--- config.mk ---
export PLATFORM = sky130hd
export DESIGN_NAME = icache_tag_array
export DESIGN_NICKNAME = d
export VERILOG_FILES = /design/src/design/icache_pkg.sv /design/src/design/icache_tag_array.sv
export VERILOG_INCLUDE_DIRS = /design/src /design/src/design
export SDC_FILE = /design/constraint.sdc
export NUM_CORES = 2
export LEC_CHECK = 0
export BUFFER_PORTS_ARGS = -buffer_cell sky130_fd_sc_hd__buf_2
export CAP_MARGIN = 20
export CORE_MARGIN = 2
export CORE_UTILIZATION = 44
export CTS_CLUSTER_SIZE = 24
export DETAILED_ROUTE_END_ITERATION = 10
export PLACE_DENSITY = 0.61
export SLEW_MARGIN = 15
export SYNTH_ARGS = -nofsm -noshare
export SYNTH_HDL_FRONTEND = slang
export SYNTH_SLANG_ARGS = --single-unit
--- constraint.sdc ---
create_clock -name clk -period 2 [get_ports clk]
set_clock_uncertainty 0.2 [all_clocks]
set_input_delay 0.4 -clock clk [delete_from_list [all_inputs] [get_ports clk]]
set_output_delay 0.4 -clock clk [all_outputs]
set_load 0.02 [all_outputs]
--- src/design/icache_config.svh ---
// cache geometry, field widths, way count and age limit
`ifndef ICACHE_CONFIG_SVH
`define ICACHE_CONFIG_SVH

// fetch side
`define ICACHE_ADDR_W   32
`define ICACHE_INST_W   32

// address split, tag 31:9, index 8:3
`define ICACHE_TAG_W    23
`define ICACHE_INDEX_W  6

// organisation
`define ICACHE_SETS     64
`define ICACHE_WAYS     2
`define ICACHE_LINE_W   64   // one doubleword per way and set

// replacement
`define ICACHE_AGE_W    3
`define ICACHE_AGE_MAX  7

`endif

--- src/design/icache_pkg.sv ---
// controller state enum, fetch address fields and lookup result struct
`include "icache_config.svh"

package icache_pkg;

    typedef enum logic [1:0] {
        IDLE    = 2'd0,
        LOOKUP  = 2'd1,   // both stores read the set
        COMPARE = 2'd2,   // tag compare, hit delivery
        REFILL  = 2'd3
    } ctrl_state_e;

    // fetch address as seen by the arrays
    typedef struct packed {
        logic [`ICACHE_TAG_W-1:0]   tag;
        logic [`ICACHE_INDEX_W-1:0] index;
        logic                       half;     // upper or lower instruction
        logic [1:0]                 offset;
    } fetch_addr_t;

    typedef struct packed {
        logic hit;
        logic way;
    } lookup_t;

endpackage

--- src/design/icache_tag_array.sv ---
// two-way tag store with valid bits, hit compare and fence sweep
`include "icache_config.svh"

module icache_tag_array (
    input  logic                    clk,
    input  logic                    rst_n_i,
    input  icache_pkg::fetch_addr_t addr_i,
    input  logic                    lookup_en_i,
    input  logic                    fill_i,
    input  logic                    fence_i,
    input  logic                    victim_i,
    output icache_pkg::lookup_t     lookup_o,
    output logic [`ICACHE_WAYS-1:0] way_valid_o
);

    logic [`ICACHE_TAG_W-1:0] tag_mem [`ICACHE_WAYS][`ICACHE_SETS];
    logic [`ICACHE_WAYS-1:0]  valid_q [`ICACHE_SETS];
    logic [`ICACHE_TAG_W-1:0] rd_tag_q [`ICACHE_WAYS];
    logic [`ICACHE_WAYS-1:0]  rd_valid_q;
    logic [`ICACHE_WAYS-1:0]  hit_way;
    logic [`ICACHE_INDEX_W:0] fence_cnt_q;   // one extra bit to saturate at 64
    logic                     fence_active;

    assign fence_active = fence_i && (fence_cnt_q < `ICACHE_SETS);

    always_ff @(posedge clk) begin
        if (fill_i) begin
            tag_mem[victim_i][addr_i.index] <= addr_i.tag;
        end
        if (lookup_en_i) begin
            for (int w = 0; w < `ICACHE_WAYS; w++) begin
                rd_tag_q[w] <= tag_mem[w][addr_i.index];
            end
        end
    end

    // sweep pointer, set n in the n-th fence cycle
    always_ff @(posedge clk or negedge rst_n_i) begin
        if (!rst_n_i) begin
            fence_cnt_q <= '0;
        end else if (!fence_i) begin
            fence_cnt_q <= '0;
        end else if (fence_active) begin
            fence_cnt_q <= fence_cnt_q + 1'b1;
        end
    end

    always_ff @(posedge clk or negedge rst_n_i) begin
        if (!rst_n_i) begin
            for (int s = 0; s < `ICACHE_SETS; s++) begin
                valid_q[s] <= '0;
            end
            rd_valid_q <= '0;
        end else begin
            if (fence_active) begin
                valid_q[fence_cnt_q[`ICACHE_INDEX_W-1:0]] <= '0;
            end else if (fill_i) begin
                valid_q[addr_i.index][victim_i] <= 1'b1;
            end
            if (lookup_en_i) begin
                rd_valid_q <= valid_q[addr_i.index];
            end
        end
    end

    always_comb begin
        for (int w = 0; w < `ICACHE_WAYS; w++) begin
            hit_way[w] = rd_valid_q[w] && (rd_tag_q[w] == addr_i.tag);
        end
    end

    assign lookup_o.hit = |hit_way;
    assign lookup_o.way = hit_way[1];   // both ways never hold the same tag
    assign way_valid_o  = rd_valid_q;

endmodule

==> results.md <==
* Worst vdd ir at 0.000758 V
* Hpwl dp at 284000 um
* Area occupied by multi-input gates at 0.0299 sq mm
* Max Clk Rate at 295 MHz
* Max Cap Viol at 0
* Post-synth top flop: edfxtp_1
* Register area at 0.0932 sq mm
* Total grt overflow at 0
* DRC at 0
* Clock latency on the worst-skew pair at 930 ps
* ANT nets after route at 0
* Port Buffers at 38
* Vias in the first global route at 71700
* Final setup violation count at 422
* Post-synth cell types at 73
* Lkg Pwr at 52.2 nW
* DRT Wirelength at 441000 um
* CP Data Required Time at 1400 ps
* Post-synth EDFFs at 2990
* Post-synth top area share at 73.8%
* Rows at 193
* Fin. max-slew vios at 0
* Antenna violations before repair at 34
* Share of the yosys chip area belonging to registers at 76.6%
* Slew margin rel. at 24.3%
* Worst hold path class: in -> reg
* Number of vias per cell at 6.34
* Routed met2 length at 196000 um
* DRT iter0 DRCs at 12000
* CTS Buffer Depth at 4
* Post-synthesis register bit count at 3127
* Fill cells at 21000
* Die area at 0.281 sq mm
* M1 WL at 168000 um
* Ys Warns at 0
* TritonCTS clock tree: built
* Met3 WL at 53000 um
* Period minus WS final at 3400 ps
* Design area at 0.155 sq mm
* Detailed Routing Iterations Pass 1 at 9
* I/O pin total at 42
* Nets at 7994
* PD cells at 929 mW/mm^2
* Via count at 75600
* DR WL/cell at 36.9 um
* Share of layout cells above drive strength 1 at 36.3%
* Core area at 0.276 sq mm
* Fin Setup TNS at -32600 ps
* Fraction of registers with async set/reset at 4.38%
* Clock sink count at 3127
* Fin crit share at 170%
* DIE WIDTH at 530 um
* Violated checks: setup timing
* Critical path endpoint category: output port
* Mapped Area at 0.122 sq mm
* Worst-path clk slew at 70 ps
* Largest net degree at the start of global routing at 129
* Crit start category: flip-flop
* CP max FO at 2
* Largest cells by area after synthesis: edfxtp_1 74%, mux4_2 5.4%, dfrtp_1 2.8%
* Crit path arrival time at 2800 ps
* Layout overhead on the synthesized area at 27.2%
* Yosys top cell by area: edfxtp_1
* Initial Util at 44.1%
* H-Tree Depth at 5
* Total GRT Usage at 30.6%
* Placer congestion estimate at 0.973
* Status: finished with violations
* DP Worst Slack at -2010 ps
* Die Y at 530 um
* Power after layout at 144 mW
* Avg Cell Area, Syn at 18.5 sq um
* CTS Root Cell: clkbuf_16
* Placed cell area at 0.139 sq mm
* CTS buffer count at 323
* Synth Instances at 6584
* First-pass GRT wire length at 594000 um
* Highest Signal Layer: met5
* Syn_nets at 6623
* Worst setup path category: reg -> out
* Unrepaired setup endpoints after global routing: yes
* Final worst slack at -1400 ps
* Worst Tran Pin Value at 1130 ps
* Final hold vios at 0
where the power goes:
| part | internal (mW) | total, mW | switching, mW | leakage [nW] |
|---|---|---|---|---|
| registers | 72.3 | 72.6 | 0.303 | 28.8 |
| logic | 4.61 | 12.0 | 7.41 | 18.5 |
| clock network | 33.4 | 59.0 | 25.6 | 4.93 |
| total | 110 | 144 | 33.3 | 52.2 |
state kept, by name, indices dropped and copies added (netlist names):
| signal | flops |
|---|---|
| fence_cnt_q | 7 |
| valid_q | 128 |
| rd_tag_q | 46 |
| way_valid_o | 2 |
| tag_mem | 2944 |
path summary, 6_finish.rpt:
path	to	depth (start not counted)	slack (ps)	start
max	lookup_o[0]	8	-1400	rd_tag_q[0][37]$_DFFE_PP_
min	tag_mem[1][1439]$_DFFE_PP_	2	30	addr_i[22]
max reg2reg	rd_tag_q[0][7]$_DFFE_PP_	7	-530	tag_mem[0][398]$_DFFE_PP_
min reg2reg	valid_q[51]$_DFFE_PN0P_	2	270	valid_q[51]$_DFFE_PN0P_
max in group asynchronous	way_valid_o[1]$_DFFE_PN0P_	4	930	rst_n_i
min in group asynchronous	valid_q[66]$_DFFE_PN0P_	4	410	rst_n_i
kinds of logic after synthesis:
logic type	Yosys count	synth area share, %
AOI/OAI and AO/OA	1321	7.93
muxes	847	10.2
DFF	3127	76.6
and+or+nand+nor	790	2.81
xor gates and xnor gates	50	0.360
adders and majority gates	1	0.0103
buffers and inverters	448	2.05
per-layer routing:
layer | vias to the layer above | GRT usage (%)
li1 | 29900 | -
met1 | 39500 | 42.0
met2 | 5216 | 45.9
met3 | 994 | 8.25
met4 | 14 | 13.5
met5 | - | 0
area by class of cell:
cell class	instances	share of cell area [%]
diodes	21	0.0340
clock buffers	393	5.46
clock inverters	182	1.11
inverters	3	0.0218
multi-input cells	3011	19.3
flip-flops and latches	3127	60.2
well taps	3705	3.00
repair buffers	1489	10.8
Yosys cell counts, types with 137 or more instances:
cell type	count
edfxtp_1	2990
mux2i_1	329
nor2_1	324
mux4_2	290
nand2_1	290
a221oi_1	288
a21oi_1	229
mux2_2	205
buf_2	196
a22oi_1	180
o21ai_0	153
dfrtp_1	137
critical path, cell delays in order (launching register included):
cell	delay (ps)
edfxtp_1	380
xor2_1	160
nor4_2	350
buf_4	170
nand4_1	170
nor3_2	200
buf_4	160
buf_6	130
buf_6	120
metrics by stage:
step | hold WS [ps] | std cells | util, %
2_1_floorplan | -95.6 | 6584 | -
3_3_place_gp | 154 | 11200 | 50.5
3_5_place_dp | 163 | 11200 | 50.5
4_1_cts | 5.40 | 11800 | 55.3
5_1_grt | 32.2 | 11900 | 56.1
6_report | 30.3 | 11900 | 56.1
layout by cell type (no fill, tap or decap), drive strengths merged, types with 14 or more instances in the layout:
cell type	synthesis	routed
a222oi	14	14
nor2	326	327
nor3	41	41
o22ai	136	136
clkinv	0	131
nand4	22	22
mux4	290	290
a22oi	181	181
dlygate4sd3	0	15
o2bb2ai	46	46
nand2	290	290
clkinvlp	0	17
buf	323	1458
mux2	228	228
bufinv	0	25
xnor2	26	26
dfrtp	137	137
o221ai	36	36
a221o	52	52
and2	14	14
nand2b	14	14
a31oi	17	17
a21oi	229	229
edfxtp	2990	2990
a22o	84	84
clkbuf	122	404
xor2	24	24
mux2i	329	329
o21ai	160	160
diode	0	21
a221oi	296	296
what timing repair did:
action	CTS	global route
cloned	9	16
buffers inserted	50	96
hold buffers	16	0
setup endpoints to repair	2038	521
pin swaps	144	119
endpoints found under the hold margin	333	0
gates resized for setup	432	234
No activity file was read; power rests on OpenSTA's default activity.
