File: src/design/icache_config.svh
// cache geometry, field widths, way count and age limit
`ifndef ICACHE_CONFIG_SVH
`define ICACHE_CONFIG_SVH

// fetch side
`define ICACHE_ADDR_W   32
`define ICACHE_INST_W   32

// address split, tag 31:9, index 8:3
`define ICACHE_TAG_W    23
`define ICACHE_INDEX_W  6

// organisation
`define ICACHE_SETS     64
`define ICACHE_WAYS     2
`define ICACHE_LINE_W   64   // one doubleword per way and set

// replacement
`define ICACHE_AGE_W    3
`define ICACHE_AGE_MAX  7

`endif

File: src/design/icache_pkg.sv
// controller state enum, fetch address fields and lookup result struct
`include "icache_config.svh"

package icache_pkg;

    typedef enum logic [1:0] {
        IDLE    = 2'd0,
        LOOKUP  = 2'd1,   // both stores read the set
        COMPARE = 2'd2,   // tag compare, hit delivery
        REFILL  = 2'd3
    } ctrl_state_e;

    // fetch address as seen by the arrays
    typedef struct packed {
        logic [`ICACHE_TAG_W-1:0]   tag;
        logic [`ICACHE_INDEX_W-1:0] index;
        logic                       half;     // upper or lower instruction
        logic [1:0]                 offset;
    } fetch_addr_t;

    typedef struct packed {
        logic hit;
        logic way;
    } lookup_t;

endpackage

File: src/design/icache_ctrl.sv
// instruction cache controller FSM for lookup, delivery and refill
module icache_ctrl (
    input  logic                clk,
    input  logic                rst_n_i,
    input  logic                inst_ready_i,
    input  icache_pkg::lookup_t lookup_i,
    input  logic                mem_valid_i,
    output logic                inst_valid_o,
    output logic                lookup_en_o,
    output logic                fill_o,
    output logic                mem_req_en_o
);

    icache_pkg::ctrl_state_e state_q;
    icache_pkg::ctrl_state_e state_d;

    always_ff @(posedge clk or negedge rst_n_i) begin
        if (!rst_n_i) begin
            state_q <= icache_pkg::IDLE;
        end else begin
            state_q <= state_d;
        end
    end

    always_comb begin
        state_d = state_q;
        case (state_q)
            icache_pkg::IDLE: begin
                if (inst_ready_i) begin
                    state_d = icache_pkg::LOOKUP;   // request accepted
                end
            end
            icache_pkg::LOOKUP: begin
                state_d = icache_pkg::COMPARE;
            end
            icache_pkg::COMPARE: begin
                if (lookup_i.hit) begin
                    state_d = icache_pkg::IDLE;
                end else begin
                    state_d = icache_pkg::REFILL;
                end
            end
            icache_pkg::REFILL: begin
                // line lands in the victim way, then look it up again
                if (mem_valid_i) begin
                    state_d = icache_pkg::LOOKUP;
                end
            end
            default: begin
                state_d = icache_pkg::IDLE;
            end
        endcase
    end

    assign lookup_en_o  = (state_q == icache_pkg::LOOKUP);
    assign inst_valid_o = (state_q == icache_pkg::COMPARE) && lookup_i.hit;
    assign mem_req_en_o = (state_q == icache_pkg::REFILL);
    assign fill_o       = mem_req_en_o && mem_valid_i;   // one cycle, on the response

endmodule

File: config.mk
export PLATFORM = sky130hd
export DESIGN_NAME = icache_ctrl
export DESIGN_NICKNAME = d
export VERILOG_FILES = /design/src/design/icache_pkg.sv /design/src/design/icache_ctrl.sv
export VERILOG_INCLUDE_DIRS = /design/src /design/src/design
export SDC_FILE = /design/constraint.sdc
export NUM_CORES = 1
export LEC_CHECK = 0
export BUFFER_PORTS_ARGS = -buffer_cell sky130_fd_sc_hd__buf_2
export CORE_AREA = 2 2 39 41
export CTS_CLUSTER_DIAMETER = 30
export CTS_CLUSTER_SIZE = 16
export DETAILED_ROUTE_END_ITERATION = 7
export DIE_AREA = 0 0 41 43
export SYNTH_ARGS = -nofsm -noshare
export SYNTH_HDL_FRONTEND = slang
export SYNTH_SLANG_ARGS = --single-unit
File: constraint.sdc
create_clock -name clk -period 2 [get_ports clk]
set_input_delay 0 -clock clk [delete_from_list [all_inputs] [get_ports clk]]
set_output_delay 0 -clock clk [all_outputs]
set_load 0.03 [all_outputs]
==> impl_metrics.toml, run 1 <==
[finish]
regMostFlops = "state_q"
reg.largest.list = "state_q: 2 flops"
antennaDiodeCount = 0
mostFrequentLayoutCells = "buf_2, ha_1, inv_1, clkbuf_4"
drive_gt1_share_pct = 40.63
largest_register_ff_count = 2
nets = 46
syn2layout_area_growth_pct = 43.79
layout_commonest_cell = "buf_2"

[logic_synthesis]
synth.area.top_cells = "ha_1, dfrtp_1, mux2i_1"
muxShareOfSynthArea_pct = 16.57
synth-compound-area-share_pct = 8.284
synth_seq_area_share_pct = 23.67
synth_top_family_by_area = "adder cells"
syn_avg_cell_area_um2 = 10.57
synthCells = 20
yosys_warnings = 0
synth-simple-area-share_pct = 8.876
syn_nets = 32
yosysUniqueCellTypes = 9
synth_area_leader_cell = "ha_1"
synth.cell_area_um2 = 211.5
synth-seq-cells = 2
synth-xor-area-share_pct = 0
synth_top_area_share_pct = 35.50
synthAdderAreaFrac_pct = 35.50

[grt]
grtUsageTotal_pct = 5.411
grt_pass1_vias = 163
grt_max_degree = 5
antenna_found_initial = 0
grt_pass1_wl_um = 572
overflow = 0

[floorplan]
core_um2 = 1384
row_count = 14
die_area_um2 = 1763
die_width_um = 41
io_pins = 10
initial_core_util_pct = 15.28
fp.dieH_um = 43

[sta]
worst_pin_slew_ns = 0.1885
fin_crit_ns = 1.248
max_freq_mhz = 801.3
slew_headroom_pct = 87.43
rsz0062_at_grt = "false"
slew_violations = 0
period_share_pct = 62.40
skew_ns = 0.00001953
hold_viol_final = 0
setup_tns_ns = 0
setup_viol = 0

[routing]
route.detailed.drc = 0
top_layer_used = "met3"
post_drt_wl_per_cell_um = 7.813
drt_wl_total_um = 375
ant_nets = 0
drtPass1Iterations = 1
vias = 177
wl_met2_um = 184
met1Wirelength_um = 165
wl_met3_um = 25
drtIter0Drc = 0
routed_via_density = 3.688

[critical_path]
rr_worst_depth = 5
critPathMaxFanout = 4
start_kind = "register"
required_ns = 2.14
critPathKind = "register to register"
endpoint_kind = "register"
arrival_ns = 1.39

[cts]
cts_max_level = 1
clk_path_buf_depth = 2
cts_buffers = 3
clkTransAtPathRegs_ns = 0.03
cts_setup_buffers = 0
cts.sink_count = 2
insertion_delay_ns = 0.22
post_cts_resized = 0
cts-root-buf = "clkbuf_4"
hold_buffers = 1
cts_tree = "yes"

[status]
status = "complete, no violations"

[power]
ir_drop_mv = 0.3522
p_per_area_nw_per_um2 = 1375
p_total_mw = 0.4180
leakage_nw = 0.1652

[hold_path]
hp-class = "input pin to asynchronous set/reset pin"

[placement]
port_buffers = 8
place.gp.congestion = 0.5599

[flow_run]
cap_violations = 0
kinds of logic after synthesis:
family	Yosys count
buf+inv	4
compound gates	2
mux	3
fa+ha+maj	6
flops	2
simple gates	3
cell type report:
| type | count | area [um^2] |
|---|---|---|
| clock buffer | 3 | 22.52 |
| fill | 155 | 1080 |
| inverter | 4 | 15.01 |
| multi-input combinational | 14 | 146.4 |
| sequential | 2 | 50.05 |
| tap | 16 | 20.02 |
| timing repair buffer | 9 | 50.05 |
where the power goes:
group	switching [mW]	internal, mW
Combinational	0.141	0.105
Clock	0.0232	0.0663
Sequential	0.0220	0.0606
critical path, stage by stage, from the launching register on:
cell and delay [ns]:
dfrtp_1 0.41, inv_1 0.14, ha_1 0.16, inv_1 0.05, o22ai_2 0.21, mux2i_1 0.21
layer usage:
| layer | GRT usage [%] | up-vias |
|---|---|---|
| li1 | - | 89 |
| met1 | 5.431 | 82 |
| met2 | 6.875 | 6 |
| met3 | 1.571 | 0 |
| met4 | 8.000 | 0 |
| met5 | 0 | - |
stage by stage:
step	cell area, um^2	utilization, %	instances	worst slack [ns]	hold slack (ns)
after floorplan	211.5	-	20	0.7537	-0.2956
after global placement	271.5	19.62	44	0.7516	-0.2142
after detailed placement	271.5	19.62	44	0.7413	-0.2123
after CTS	304.0	21.97	48	0.7364	0.08503
after global routing	304.0	21.97	48	0.6290	0.1149
final	304.0	21.97	48	0.7521	0.09319
path summary, 6_finish.rpt:
kind,from,end,slack (ns)
worst max-delay path,state_q[0],state_q[0],0.75
worst min-delay path,rst_n_i,state_q[1],0.09
worst max register to register,state_q[0],state_q[0],0.75
worst min register to register,state_q[1],state_q[1],0.68
max in group asynchronous,rst_n_i,state_q[0],1.81
min in group clk,mem_valid_i,state_q[1],0.11
cell usage after synthesis:
| master | n |
|---|---|
| o22ai_2 | 1 |
| inv_1 | 4 |
| and2_1 | 2 |
| o21ai_1 | 1 |
| mux2_4 | 1 |
| nor2b_1 | 1 |
| mux2i_1 | 2 |
| dfrtp_1 | 2 |
| ha_1 | 6 |
Note: power is estimated with default switching activity, not from simulation.
==> inputs of run 2 (changes only) <==
==> constraint.sdc (replaced) <==
create_clock -name clk -period 1.2 [get_ports clk]
set_input_delay 0 -clock clk [delete_from_list [all_inputs] [get_ports clk]]
set_output_delay 0 -clock clk [all_outputs]
set_load 0.03 [all_outputs]
==> impl_metrics.toml, run 2 (synthesis gave the netlist of run 1 again) <==
[power]
power_frac_comb_pct = 71.2
switching_share_pct = 39.35
ir_drop_mv = 0.9128
p_total_mw = 0.9677
power.internal_mw = 0.5869
p_seq_share_pct = 14.1
p_per_area_nw_per_um2 = 2351
switchingPower_mw = 0.3808
leakage_nw = 0.1962
pwr-share-clk_pct = 14.7

[finish]
post-route-util_pct = 29.75
antennaDiodeCount = 0
drive_gt1_share_pct = 73.68
regMostFlops = "state_q"
regArea_um2 = 50.05
syn2layout_area_growth_pct = 94.67
mostFrequentLayoutCells = "buf_6, buf_2"
largest_register_ff_count = 2
fin_area_um2 = 411.6
layout_commonest_cell = "buf_6"
nets = 52
reg.largest.list = "state_q: 2 flops"
multi_input_area_um2 = 178.9
fillers = 143

[critical_path]
critPathMaxFanout = 3
endpoint_kind = "register"
required_ns = 1.34
slowest_stage = "dfrtp_1"
path_buf_inv = 1
critPathTopFamily = "flip-flops"
critPathKind = "register to register"
start_kind = "register"
arrival_ns = 1.33
cpPeakStageDelay_ns = 0.40
cp_cell_sequence = "buf_4, ha_1, mux2_4, mux2i_1"

[placement]
hpwl_um = 324.8
place.gp.congestion = 0.6727
dp_slack_ns = -0.03179
port_buffers = 8
dpl_cell_area_um2 = 304.0

[sta]
skew_ns = 0.003254
period_share_pct = 98.97
fin_ws_ns = 0.01239
slew_headroom_pct = 88.05
fin_crit_ns = 1.188
setup_viol = 0
slew_violations = 0
max_freq_mhz = 842.0
setup_tns_ns = 0
rsz0062_at_grt = "true"
worst_pin_slew_ns = 0.1793
hold_viol_final = 0

[grt]
grtUsageTotal_pct = 5.120
grt_pass1_wl_um = 607
grt_pass1_vias = 195
overflow = 0
grt_max_degree = 5
antenna_found_initial = 0

[cts]
clk_path_buf_depth = 2
insertion_delay_ns = 0.22
clkTransAtPathRegs_ns = 0.03
cts_buffers = 3
cts-root-buf = "clkbuf_4"
cts_max_level = 1
cts.sink_count = 2
cts_tree = "yes"

[routing]
ant_nets = 0
post_drt_wl_per_cell_um = 7.796
drtPass1Iterations = 1
vias = 193
drt_wl_total_um = 421
routed_via_density = 3.574
drtIter0Drc = 0
route.detailed.drc = 0

[hold_path]
hp-class = "input pin to asynchronous set/reset pin"

[floorplan]
row_count = 14
io_pins = 10
initial_core_util_pct = 15.28
core_um2 = 1384
die_width_um = 41
fp.dieH_um = 43
die_area_um2 = 1763

[flow_run]
cap_violations = 0

[status]
status = "complete, no violations"
==> run 2: changes by cell type in the layout (fill, tap and decap cells not counted) <==
cell and change:
and2_4 +2, buf_6 +6, ha_4 +1, and2_1 -2, ha_1 -4, o22ai_2 -1, buf_2 -3, o22ai_4 +1
buf_4 +3, inv_2 +3, inv_1 -3, ha_2 +3
==> run 2: path summary, 6_finish.rpt <==
check / from / to / slack [ns] / depth (start not counted)
max in group asynchronous: rst_n_i / state_q[1] / 1.00 / 2
setup / recovery: state_q[0] / state_q[0] / 0.01 / 4
min in group clk: lookup_i[1] / state_q[0] / 0.12 / 3
setup reg to reg: state_q[0] / state_q[0] / 0.01 / 4
hold reg to reg: state_q[1] / state_q[1] / 0.61 / 2
hold / removal: rst_n_i / state_q[0] / 0.1 / 2
==> run 2: timing repair <==
item / CTS / global route
hold buffers: 1 / 0
endpoints found under the hold margin: 2 / 0
buffers inserted: 1 / 1
resized for setup: 8 / 12
pin swaps: 1 / 2
setup endpoints to repair: 5 / 5
==> run 2: worst reg2reg max path, delay by kind of cell (launching register included) <==
kind	cells	cell delay, ns
fa+ha+maj	1	0.18
flops	1	0.40
mux	2	0.37
buf+inv	1	0.15
==> run 2: cell type report <==
| cell class | instances | share of cell area, % |
|---|---|---|
| multi-input cells | 14 | 43.47 |
| repair buffers | 15 | 30.40 |
| flip-flops and latches | 2 | 12.16 |
| clock buffers | 3 | 5.471 |
| well taps | 16 | 4.863 |
| inverters | 4 | 3.647 |
==> run 2: through the flow <==
stage | hold WS, ns | std cells
finish | 0.09771 | 54
detailed placement | -0.2097 | 48
global placement | -0.2104 | 48
floorplan | -0.2956 | 20
CTS | 0.08822 | 53
global route | 0.1214 | 54
==> run 2: routing by layer <==
metal  vias to the layer above  global-route usage, %  wire length, um
met4                         0                  4.000                0
met1                        86                  4.502              191
met5                         -                      0                0
met2                         6                  8.750              209
li1                        101                      -                -
met3                         0                  1.571               19
==> run 2: power groups by stage <==
stage	clock (mW)	sequential (mW)	combinational, mW
after floorplan	0	0.130	0.340
after global placement	0	0.128	0.504
after detailed placement	0	0.129	0.506
after CTS	0.152	0.129	0.588
after global routing	0.159	0.144	0.750
final	0.143	0.136	0.689
==> inputs of run 3 (changes only) <==
--- a/config.mk
+++ b/config.mk
@@ -6,6 +6,7 @@
 export SDC_FILE = /design/constraint.sdc
 export NUM_CORES = 1
 export LEC_CHECK = 0
+export ABC_AREA = 1
 export BUFFER_PORTS_ARGS = -buffer_cell sky130_fd_sc_hd__buf_2
 export CORE_AREA = 2 2 39 41
 export CTS_CLUSTER_DIAMETER = 30
==> impl_metrics.toml, run 3 <==
[logic_synthesis]
synthFlopType = "dfrtp_1"
synth_area_leader_cell = "ha_1"
synth_edf_count = 0
syn_nets = 41
async_flop_share_pct = 100.0
syn_avg_cell_area_um2 = 7.637
yosysUniqueCellTypes = 10
synth_top_area_share_pct = 33.90
yosysMostFrequentCell = "inv_1"
synth_seq_area_share_pct = 22.60
synth.area.top_cells = "ha_1, dfrtp_1, inv_1"
synth_commonest_cells = "inv_1, ha_1, nand2_1"
synth.cell_area_um2 = 221.5
yosys_warnings = 0
synthCells = 29
synth-seq-cells = 2

[critical_path]
cpPeakStageDelay_ns = 0.40
critPathKind = "register to register"
required_ns = 1.30
cp_cell_sequence = "buf_4, ha_1, a21oi_1, o21ai_2"
start_kind = "register"
r2r_start = "state_q[0]"
arrival_ns = 1.24
slowest_stage = "dfrtp_1"
r2r_slack_ns = 0.06
worstReg2RegEnd = "state_q[1]"
rr_worst_depth = 4
critPathMaxFanout = 3
endpoint_kind = "register"
crit_start = "state_q[0]"

[grt]
grtUsageTotal_pct = 6.613
antenna_found_initial = 0
grt_pass1_wl_um = 745
grt_pass1_vias = 217
grt_max_degree = 6
overflow = 0

[hold_path]
hp-start = "lookup_i[1]"
holdPathStages = 4
min_to = "state_q[0]"
hp-class = "input pin to register"

[finish]
antennaDiodeCount = 0
largest_register_ff_count = 2
drive_gt1_share_pct = 46.51
fillers = 153
nets = 57
mostFrequentLayoutCells = "inv_1, buf_2, nand2_1, ha_1"
regMostFlops = "state_q"
layout_commonest_cell = "inv_1"
syn2layout_area_growth_pct = 54.24
reg.largest.list = "state_q: 2 flops"

[power]
leakage_nw = 0.2040
ir_drop_mv = 0.7749
p_per_area_nw_per_um2 = 2238

[routing]
vias = 214
drt_wl_total_um = 419
routed_via_density = 3.627
drtPass1Iterations = 1
post_drt_wl_per_cell_um = 7.102
ant_nets = 0
drtIter0Drc = 0
route.detailed.drc = 0

[cts]
cts-root-buf = "clkbuf_4"
clk_path_buf_depth = 2
cts_buffers = 3
cts_tree = "yes"
clkTransAtPathRegs_ns = 0.03
insertion_delay_ns = 0.22
cts.sink_count = 2
cts_max_level = 1

[placement]
port_buffers = 8
hpwl_um = 338.1
place.gp.congestion = 0.7310

[sta]
fin_crit_ns = 1.142
hold_viol_final = 0
slew_violations = 0
fin_hold_ws_ns = 0.09231
slew_headroom_pct = 88.74
worst_pin_slew_ns = 0.1689
setup_viol = 0
skew_ns = 0.0008747
setup_tns_ns = 0
max_freq_mhz = 875.5
rsz0062_at_grt = "false"
period_share_pct = 95.18

[flow_run]
cap_violations = 0

[floorplan]
row_count = 14
fp.dieH_um = 43
core_um2 = 1384
die_width_um = 41
die_area_um2 = 1763
initial_core_util_pct = 16.00
io_pins = 10

[status]
status = "complete, no violations"
[run 3: cell families after synthesis]
kind of cell | synth area share, %
DFF | 22.60
adders and majority gates | 33.90
and+or+nand+nor | 19.21
buffers and inverters | 13.56
AOI/OAI and AO/OA | 10.73
[run 3: metrics by stage]
stage / setup WS, ns / power (mW) / cell area [um^2] / util [%] / std cells
after floorplan: 0.04506 / 0.4503 / 221.5 / - / 29
after global placement: 0.09174 / 0.5256 / 281.5 / 20.34 / 53
after detailed placement: 0.07442 / 0.5346 / 281.5 / 20.34 / 53
after CTS: 0.03337 / 0.7496 / 331.6 / 23.96 / 59
after global routing: 0.008143 / 0.8579 / 341.6 / 24.68 / 59
final: 0.05780 / 0.7644 / 341.6 / 24.68 / 59
[run 3: how the worst max path moves through the flow]
stage / slack [ns] / endpoint / depth (start not counted)
2_1_floorplan: 0.05 / state_q[1] / 5
3_3_place_gp: 0.09 / state_q[1] / 4
3_5_place_dp: 0.07 / state_q[1] / 4
4_1_cts: 0.03 / lookup_en_o / 3
5_1_grt: 0.008 / inst_valid_o / 5
6_report: 0.06 / state_q[1] / 4
[run 3: area by class of cell]
class                   count  area [um^2]  share of cell area (%)
inverters                   8        30.03                   8.791
multi-input cells          19        143.9                   42.12
well taps                  16        20.02                   5.861
flip-flops and latches      2        51.30                   15.02
repair buffers             11        73.82                   21.61
clock buffers               3        22.52                   6.593
[run 3: where the power goes]
part	internal, mW	switching [mW]	total [mW]
registers	0.102	0.0363	0.139
logic	0.213	0.269	0.482
clock network	0.110	0.0342	0.144
[run 3: worst max-delay path: cells and delay by family (launching register included)]
kind | cells | cell delay (ns)
fa+ha+maj | 1 | 0.22
buf+inv | 1 | 0.16
compound gates | 2 | 0.25
flops | 1 | 0.40
[run 3: what timing repair did]
| item | CTS | global route |
|---|---|---|
| buffers inserted | 2 | 0 |
| resized for setup | 1 | 6 |
| endpoints found under the hold margin | 2 | 0 |
| hold buffers | 1 | 0 |
| gates cloned | 0 | 0 |
| endpoints found under the setup margin | 1 | 3 |
| pin swaps | 0 | 0 |
[run 3: per-layer routing]
metal | GRT usage [%] | vias to the layer above | routed length [um]
met1 | 7.348 | 93 | 189
met3 | 1.571 | 0 | 21
met5 | 0 | - | 0
met4 | 8.000 | 0 | 0
met2 | 8.750 | 6 | 207
li1 | - | 115 | -
